### src/fetch_pkg.sv
package fetch_pkg;

    // ==================================================
    // Widths and fixed words
    // ==================================================

    parameter int XLEN = 32;

    parameter logic [XLEN-1:0] PC_START = 32'h0000_0000;

    // addi x0, x0, 0
    parameter logic [31:0] INST_NOP = 32'h0000_0013;

    // ==================================================
    // RV32I base opcodes
    // ==================================================

    parameter logic [6:0] OPC_LUI    = 7'b0110111;
    parameter logic [6:0] OPC_AUIPC  = 7'b0010111;
    parameter logic [6:0] OPC_JAL    = 7'b1101111;
    parameter logic [6:0] OPC_JALR   = 7'b1100111;
    parameter logic [6:0] OPC_BRANCH = 7'b1100011;
    parameter logic [6:0] OPC_LOAD   = 7'b0000011;
    parameter logic [6:0] OPC_STORE  = 7'b0100011;
    parameter logic [6:0] OPC_OPIMM  = 7'b0010011;
    parameter logic [6:0] OPC_OP     = 7'b0110011;

    typedef enum logic [2:0] {
        ALU,
        ALU_IMM,
        LOAD,
        STORE,
        BRANCH,
        JUMP,
        UPPER,
        ILLEGAL
    } inst_class_e;

    // ==================================================
    // Pipeline packets
    // ==================================================

    // One fetched word as it leaves the read data channel
    typedef struct packed {
        logic [XLEN-1:0] pc;
        logic [31:0]     inst;
        logic            err;
    } fetch_pkt_t;

    typedef struct packed {
        logic [XLEN-1:0] pc;
        inst_class_e     cls;
        logic [4:0]      rd;
        logic [4:0]      rs1;
        logic [4:0]      rs2;
        logic [2:0]      funct3;
        logic            funct7_b5;
        logic [XLEN-1:0] imm;
        logic [31:0]     inst;
        logic            err;
    } decoded_t;

endpackage
### src/fetch_front_top.sv
`timescale 1ns/10ps

module fetch_front_top #(
    parameter logic [fetch_pkg::XLEN-1:0] RESET_PC = fetch_pkg::PC_START
) (
    input  logic                       clk,
    input  logic                       rst_n_i,

    output logic                       arvalid_o,
    input  logic                       arready_i,
    output logic [fetch_pkg::XLEN-1:0] araddr_o,
    output logic [2:0]                 arprot_o,

    input  logic                       rvalid_i,
    output logic                       rready_o,
    input  logic [fetch_pkg::XLEN-1:0] rdata_i,
    input  logic [1:0]                 rresp_i,

    output fetch_pkg::decoded_t        out_o,
    output logic                       out_valid_o,
    input  logic                       out_ready_i
);

    localparam fetch_pkg::fetch_pkt_t IF_BUBBLE = '{
        pc:   '0,
        inst: fetch_pkg::INST_NOP,
        err:  1'b0
    };

    // The NOP word as decode would see it
    localparam fetch_pkg::decoded_t ID_BUBBLE = '{
        pc:        '0,
        cls:       fetch_pkg::ALU_IMM,
        rd:        5'd0,
        rs1:       5'd0,
        rs2:       5'd0,
        funct3:    3'd0,
        funct7_b5: 1'b0,
        imm:       '0,
        inst:      fetch_pkg::INST_NOP,
        err:       1'b0
    };

    fetch_pkg::fetch_pkt_t      if_pkt;
    logic                       if_pkt_valid;
    fetch_pkg::fetch_pkt_t      id_pkt;
    logic                       id_pkt_valid;
    fetch_pkg::decoded_t        dec;
    logic                       dec_valid;
    logic                       redirect;
    logic [fetch_pkg::XLEN-1:0] redirect_pc;
    logic                       stall;

    // Back-pressure from the consumer holds the whole front end
    assign stall = out_valid_o & ~out_ready_i;

    inst_fetch #(
        .RESET_PC (RESET_PC)
    ) u_inst_fetch (
        .clk           (clk),
        .rst_n_i       (rst_n_i),
        .redirect_i    (redirect),
        .redirect_pc_i (redirect_pc),
        .arvalid_o     (arvalid_o),
        .arready_i     (arready_i),
        .araddr_o      (araddr_o),
        .arprot_o      (arprot_o),
        .rvalid_i      (rvalid_i),
        .rready_o      (rready_o),
        .rdata_i       (rdata_i),
        .rresp_i       (rresp_i),
        .stall_i       (stall),
        .pkt_o         (if_pkt),
        .pkt_valid_o   (if_pkt_valid)
    );

    stage_reg #(
        .payload_t (fetch_pkg::fetch_pkt_t),
        .BUBBLE    (IF_BUBBLE)
    ) u_if_id (
        .clk     (clk),
        .rst_n_i (rst_n_i),
        .valid_i (if_pkt_valid),
        .stall_i (stall),
        .flush_i (redirect),
        .data_i  (if_pkt),
        .data_o  (id_pkt),
        .valid_o (id_pkt_valid)
    );

    inst_decode u_inst_decode (
        .pkt_i         (id_pkt),
        .pkt_valid_i   (id_pkt_valid),
        .stall_i       (stall),
        .dec_o         (dec),
        .dec_valid_o   (dec_valid),
        .redirect_o    (redirect),
        .redirect_pc_o (redirect_pc)
    );

    stage_reg #(
        .payload_t (fetch_pkg::decoded_t),
        .BUBBLE    (ID_BUBBLE)
    ) u_id_ex (
        .clk     (clk),
        .rst_n_i (rst_n_i),
        .valid_i (dec_valid),
        .stall_i (stall),
        .flush_i (1'b0),
        .data_i  (dec),
        .data_o  (out_o),
        .valid_o (out_valid_o)
    );

endmodule

### src/inst_decode.sv
`timescale 1ns/10ps

module inst_decode (
    input  fetch_pkg::fetch_pkt_t      pkt_i,
    input  logic                       pkt_valid_i,
    input  logic                       stall_i,

    output fetch_pkg::decoded_t        dec_o,
    output logic                       dec_valid_o,

    output logic                       redirect_o,
    output logic [fetch_pkg::XLEN-1:0] redirect_pc_o
);

    logic [31:0]                inst;
    logic [6:0]                 opcode;
    logic [fetch_pkg::XLEN-1:0] imm_i;
    logic [fetch_pkg::XLEN-1:0] imm_s;
    logic [fetch_pkg::XLEN-1:0] imm_b;
    logic [fetch_pkg::XLEN-1:0] imm_u;
    logic [fetch_pkg::XLEN-1:0] imm_j;
    logic                       is_jal;

    assign inst   = pkt_i.inst;
    assign opcode = inst[6:0];

    // ==================================================
    // Immediate formats
    // ==================================================

    assign imm_i = {{20{inst[31]}}, inst[31:20]};
    assign imm_s = {{20{inst[31]}}, inst[31:25], inst[11:7]};
    assign imm_b = {{19{inst[31]}}, inst[31], inst[7], inst[30:25], inst[11:8], 1'b0};
    assign imm_u = {inst[31:12], 12'b0};
    assign imm_j = {{11{inst[31]}}, inst[31], inst[19:12], inst[20], inst[30:21], 1'b0};

    // ==================================================
    // Field split and classification
    // ==================================================

    always_comb begin
        dec_o.pc        = pkt_i.pc;
        dec_o.rd        = inst[11:7];
        dec_o.rs1       = inst[19:15];
        dec_o.rs2       = inst[24:20];
        dec_o.funct3    = inst[14:12];
        dec_o.funct7_b5 = inst[30];
        dec_o.inst      = inst;
        dec_o.err       = pkt_i.err;
        dec_o.cls       = fetch_pkg::ILLEGAL;
        dec_o.imm       = '0;

        case (opcode)
            fetch_pkg::OPC_LUI, fetch_pkg::OPC_AUIPC: begin
                dec_o.cls = fetch_pkg::UPPER;
                dec_o.imm = imm_u;
            end
            fetch_pkg::OPC_JAL: begin
                dec_o.cls = fetch_pkg::JUMP;
                dec_o.imm = imm_j;
            end
            // JALR is classified here but resolved further down the pipe
            fetch_pkg::OPC_JALR: begin
                dec_o.cls = fetch_pkg::JUMP;
                dec_o.imm = imm_i;
            end
            fetch_pkg::OPC_BRANCH: begin
                dec_o.cls = fetch_pkg::BRANCH;
                dec_o.imm = imm_b;
            end
            fetch_pkg::OPC_LOAD: begin
                dec_o.cls = fetch_pkg::LOAD;
                dec_o.imm = imm_i;
            end
            fetch_pkg::OPC_STORE: begin
                dec_o.cls = fetch_pkg::STORE;
                dec_o.imm = imm_s;
            end
            fetch_pkg::OPC_OPIMM: begin
                dec_o.cls = fetch_pkg::ALU_IMM;
                dec_o.imm = imm_i;
            end
            fetch_pkg::OPC_OP: begin
                dec_o.cls = fetch_pkg::ALU;
            end
            default: begin
                dec_o.cls = fetch_pkg::ILLEGAL;
            end
        endcase
    end

    assign dec_valid_o = pkt_valid_i;

    // ==================================================
    // JAL resolved in decode
    // ==================================================

    // A word that came back with a bus error is never followed
    assign is_jal        = (opcode == fetch_pkg::OPC_JAL) & ~pkt_i.err;
    assign redirect_o    = pkt_valid_i & ~stall_i & is_jal;
    assign redirect_pc_o = pkt_i.pc + imm_j;

endmodule

### src/stage_reg.sv
`timescale 1ns/10ps

module stage_reg #(
    parameter type      payload_t = logic [31:0],
    parameter payload_t BUBBLE    = '0
) (
    input  logic     clk,
    input  logic     rst_n_i,

    input  logic     valid_i,
    input  logic     stall_i,
    input  logic     flush_i,

    input  payload_t data_i,

    output payload_t data_o,
    output logic     valid_o
);

    payload_t data_q;
    logic     valid_q;

    assign data_o  = data_q;
    assign valid_o = valid_q;

    // ==================================================
    // Valid bit
    // ==================================================

    // Flush beats stall, stall beats load, an empty cycle leaves a bubble
    always_ff @(posedge clk) begin
        if (!rst_n_i || flush_i) begin
            valid_q <= 1'b0;
        end else if (stall_i) begin
            valid_q <= valid_q;
        end else begin
            valid_q <= valid_i;
        end
    end

    // ==================================================
    // Payload
    // ==================================================

    // Data keeps its last value across empty cycles
    always_ff @(posedge clk) begin
        if (!rst_n_i || flush_i) begin
            data_q <= BUBBLE;
        end else if (stall_i) begin
            data_q <= data_q;
        end else if (valid_i) begin
            data_q <= data_i;
        end else begin
            data_q <= data_q;
        end
    end

endmodule

### src/inst_fetch.sv
`timescale 1ns/10ps

module inst_fetch #(
    parameter logic [fetch_pkg::XLEN-1:0] RESET_PC = fetch_pkg::PC_START
) (
    input  logic                       clk,
    input  logic                       rst_n_i,

    input  logic                       redirect_i,
    input  logic [fetch_pkg::XLEN-1:0] redirect_pc_i,

    output logic                       arvalid_o,
    input  logic                       arready_i,
    output logic [fetch_pkg::XLEN-1:0] araddr_o,
    output logic [2:0]                 arprot_o,

    input  logic                       rvalid_i,
    output logic                       rready_o,
    input  logic [fetch_pkg::XLEN-1:0] rdata_i,
    input  logic [1:0]                 rresp_i,

    input  logic                       stall_i,
    output fetch_pkg::fetch_pkt_t      pkt_o,
    output logic                       pkt_valid_o
);

    typedef enum logic [1:0] {
        S_IDLE,
        S_ADDR,
        S_DATA
    } rd_state_e;

    rd_state_e                  state_q;
    rd_state_e                  state_d;
    logic [fetch_pkg::XLEN-1:0] pc_q;
    logic [fetch_pkg::XLEN-1:0] pc_d;
    logic [fetch_pkg::XLEN-1:0] araddr_q;
    logic                       drop_q;
    logic                       drop_d;
    logic                       ar_hs;
    logic                       r_hs;
    logic                       issue;

    assign ar_hs = arvalid_o & arready_i;
    assign r_hs  = rvalid_i & rready_o;

    // A new read goes out after reset and right after every completed read
    assign issue = (state_q == S_IDLE) | r_hs;

    assign arvalid_o = (state_q == S_ADDR);
    assign araddr_o  = araddr_q;
    // Unprivileged, secure, instruction access
    assign arprot_o  = 3'b100;

    // A stale response is taken even under stall since it never reaches IF/ID
    assign rready_o = (state_q == S_DATA) & (drop_q | ~stall_i);

    assign pkt_o       = '{pc: araddr_q, inst: rdata_i, err: (rresp_i != 2'b00)};
    assign pkt_valid_o = r_hs & ~drop_q;

    always_comb begin
        state_d = state_q;
        case (state_q)
            S_IDLE: state_d = S_ADDR;
            S_ADDR: if (ar_hs) state_d = S_DATA;
            S_DATA: if (r_hs) state_d = S_ADDR;
            default: state_d = S_IDLE;
        endcase
    end

    // Redirect wins over the sequential increment
    always_comb begin
        if (redirect_i) begin
            pc_d = redirect_pc_i;
        end else if (r_hs && !drop_q) begin
            pc_d = pc_q + 32'd4;
        end else begin
            pc_d = pc_q;
        end
    end

    // The read already on the bus belongs to the old path and must be swallowed
    always_comb begin
        if (redirect_i && (state_q == S_ADDR || (state_q == S_DATA && !r_hs))) begin
            drop_d = 1'b1;
        end else if (r_hs) begin
            drop_d = 1'b0;
        end else begin
            drop_d = drop_q;
        end
    end

    always_ff @(posedge clk) begin
        if (!rst_n_i) begin
            state_q <= S_IDLE;
            pc_q    <= RESET_PC;
            drop_q  <= 1'b0;
        end else begin
            state_q <= state_d;
            pc_q    <= pc_d;
            drop_q  <= drop_d;
        end
    end

    // Latched at issue so the address holds while the slave keeps arready low
    always_ff @(posedge clk) begin
        if (issue) begin
            araddr_q <= pc_d;
        end
    end

endmodule

### config.mk
export PLATFORM = sky130hd
export DESIGN_NAME = fetch_front_top
export DESIGN_NICKNAME = d
export VERILOG_FILES = /design/src/fetch_pkg.sv /design/src/fetch_front_top.sv /design/src/inst_decode.sv /design/src/stage_reg.sv /design/src/inst_fetch.sv
export SDC_FILE = /design/constraint.sdc
export NUM_CORES = 1
export LEC_CHECK = 0
export CORE_AREA = 2 2 169 171
export CTS_CLUSTER_SIZE = 14
export DETAILED_ROUTE_END_ITERATION = 10
export DIE_AREA = 0 0 171 173
export DONT_BUFFER_PORTS = 1
export PLACE_DENSITY_LB_ADDON = 0.3
export SLEW_MARGIN = 20
export SYNTH_ARGS = -nofsm -noshare
export SYNTH_HDL_FRONTEND = slang
export SYNTH_SLANG_ARGS = --single-unit
### constraint.sdc
create_clock -name clk -period 3.2 [get_ports clk]
set_input_delay 0.32 -clock clk [delete_from_list [all_inputs] [get_ports clk]]
set_output_delay 0.32 -clock clk [all_outputs]
set_load 0.1 [all_outputs]
==> flow_metrics.env <==
export IMPL_status="complete, no violations"
export IMPL_ctsHoldBuffers=37
export IMPL_cts_setup_buffers=0
export IMPL_syn_area_per_cell_um2=8.11
export IMPL_critPathBufInv=1
export IMPL_route_detailed_drc=0
export IMPL_synth_area_top_cells="dfxtp_1, nand2_1, a21oi_1"
export IMPL_finalSetupTns_ns=0
export IMPL_timing_fmax_ghz=0.343
export IMPL_diodes=0
export IMPL_slowest_stage="dfxtp_1"
export IMPL_utilization=0.448
export IMPL_seq_area_frac_synth=0.455
export IMPL_grt_pass1_vias=8869
export IMPL_layout_common_cells="nand2_1, a21oi_1, dfxtp_1"
export IMPL_cts_buffer_depth=3
export IMPL_ctsResizeCount=0
export IMPL_antenna_found_initial=0
export IMPL_finClkSkew_ns=0.0112
export IMPL_worst_pin_slew_ns=1.08
export IMPL_slowest_delay_ns=0.39
export IMPL_drtIter0Drc=695
export IMPL_synth_area_mm2=0.0110
export IMPL_hold_violations=0
export IMPL_wl_um=33500
export IMPL_grt_max_degree=76
export IMPL_die_h_um=173
export IMPL_ys_warn_count=0
export IMPL_finalSetupViolCount=0
export IMPL_dieWidth_um=171
export IMPL_synth_edf_count=32
export IMPL_dieArea_mm2=0.0296
export IMPL_cts_made_buffers=26
export IMPL_drt_first_pass_iters=5
export IMPL_relSlewSlack=0.279
export IMPL_multiInputGateArea_mm2=0.00528
export IMPL_path_clk_slew_ns=0.06
export IMPL_p_per_area_mw_per_mm2=565
export IMPL_area_growth_pct=12.4
export IMPL_cts_root_buf="clkbuf_16"
export IMPL_placementRows=61
export IMPL_seq_area_mm2=0.00503
export IMPL_vias=9226
export IMPL_ir_drop_mv=0.348
export IMPL_ant_nets=0
export IMPL_clock_sinks=234
export IMPL_drt_wirelength_per_cell_um=19.5
export IMPL_core_area_mm2=0.0276
export IMPL_hold_path_class="in2reg"
export IMPL_final_common_cell="nand2_1"
export IMPL_h_tree_depth=1
export IMPL_grt_remaining_overflow=0
export IMPL_postSynthCellCount=1357
export IMPL_cp_arrival_ns=3.20
export IMPL_cp_cell_sequence="ha_1, inv_1, fa_1, nand2b_1, a21oi_1, o21ai_1, a21oi_1, a31oi_1, o21ai_1, xnor2_1, a21oi_1"
export IMPL_cap_viol_max_count=0
export IMPL_synth_top_area_frac=0.367
export IMPL_drive_gt1_frac=0.0829
export IMPL_yosysUniqueCellTypes=66
export IMPL_cts_tree="done"
export IMPL_ys_seq_elements=234
export IMPL_period_share=0.911
export IMPL_fill_cells=2806
export IMPL_worstPathRequired_ns=3.49
export IMPL_post_dp_hpwl_um=23900
export IMPL_rsz0062_at_grt="false"
export IMPL_io_pins=196
export IMPL_start_util=0.399
export IMPL_critical_path_top_delay_family="compound AO/OA/AOI/OAI gates"
export IMPL_cp_common_cell="a21oi_1"
export IMPL_slew_viol_final=0
export IMPL_startpoint_type="flip-flop"
export IMPL_synthArstFlopShare=0
export IMPL_insertion_delay_ns=0.54
export IMPL_cp_end_kind="flip-flop"
export IMPL_timing_worst_setup_path_type="reg2reg"
export IMPL_place_gp_congestion=0.936
export IMPL_io_buffer_count=0
export IMPL_yosysTopAreaCell="dfxtp_1"
export IMPL_min_period_ns=2.91
export IMPL_final_nets=1390
export IMPL_grt_usage=0.221
export IMPL_avgViaCountPerCell=5.37
export IMPL_grt_pass1_wl_um=51500
export IMPL_synth_ff_type="dfxtp_1"
export IMPL_cp_max_fo=4
export IMPL_p_leak_nw=4.60
[state kept, by name, summed over array words and instances (netlist names)]
name and cells:
u_inst_fetch.araddr_o 32, u_inst_fetch.pc_q 32, u_inst_fetch.drop_q 1, u_id_ex.data_o 100
u_if_id.data_o 65, u_id_ex.valid_o 1, u_inst_fetch.state_q 2, u_if_id.valid_o 1
[worst reg2reg max path, cell delays in order, from the launching register on]
cell,delay [ns]
dfxtp_1,0.39
ha_1,0.21
inv_1,0.06
fa_1,0.38
nand2b_1,0.20
a21oi_1,0.27
o21ai_1,0.16
a21oi_1,0.31
a31oi_1,0.19
o21ai_1,0.24
xnor2_1,0.17
a21oi_1,0.09
[power by group]
part           total [mW]  switching, mW  internal [mW]
logic               0.312          0.218         0.0940
clock network        3.24           1.24           2.00
registers            3.44          0.391           3.05
total                6.99           1.85           5.15
[synth_stat cells, types with 12 or more instances]
master and instances:
nor3_1 17, and3_1 13, and2_1 25, a21oi_1 199, edfxtp_1 32, nand3_1 25
xor2_1 19, buf_4 55, nand2_1 342, ha_1 31, nor2_1 101, o21ai_0 26
buf_2 12, xnor2_1 32, clkbuf_1 54, dfxtp_1 202, a211oi_1 16
[cell families after synthesis]
family / synth area share
compound gates: 0.166
xor+xnor: 0.0406
fa+ha+maj: 0.0370
buf+inv: 0.0692
flops: 0.455
mux: 0.00648
other cells: 0.000682
simple gates: 0.226
[cell type report]
| cell class | count | area share |
|---|---|---|
| tap | 378 | 0.0382 |
| multi-input combinational | 982 | 0.426 |
| sequential | 234 | 0.406 |
| clock inverter | 15 | 0.0151 |
| clock buffer | 33 | 0.0615 |
| inverter | 11 | 0.00344 |
| timing repair buffer | 64 | 0.0491 |
[final timing paths]
path	start	endpoint	slack, ns	depth (start not counted)
min	rst_n_i	u_id_ex.data_o[5]	0.03	2
max	u_if_id.data_o[22]	u_inst_fetch.araddr_o[31]	0.29	11
min reg2reg	u_inst_fetch.pc_q[1]	u_inst_fetch.pc_q[1]	0.47	2
max reg2reg	u_if_id.data_o[22]	u_inst_fetch.araddr_o[31]	0.29	11
[per-layer routing]
layer,routed length (µm),GRT usage,vias up
li1,-,-,4496
met1,14600,0.290,4387
met2,15400,0.359,280
met3,2450,0.0469,63
met4,1050,0.0752,0
met5,0,0,-
[per-stage QoR]
step	std cells	hold WS (ns)	cell area (µm²)	power (mW)	setup WS (ns)
2_1_floorplan	1358	0.444	11000	3.71	0.401
3_3_place_gp	1632	0.405	11000	3.77	0.395
3_5_place_dp	1632	0.409	11000	3.77	0.345
4_1_cts	1717	0.0263	12400	7.05	0.333
5_1_grt	1717	0.0272	12400	7.22	0.0973
6_report	1717	0.0314	12400	6.99	0.286
Note: power is estimated with default switching activity, not from simulation.
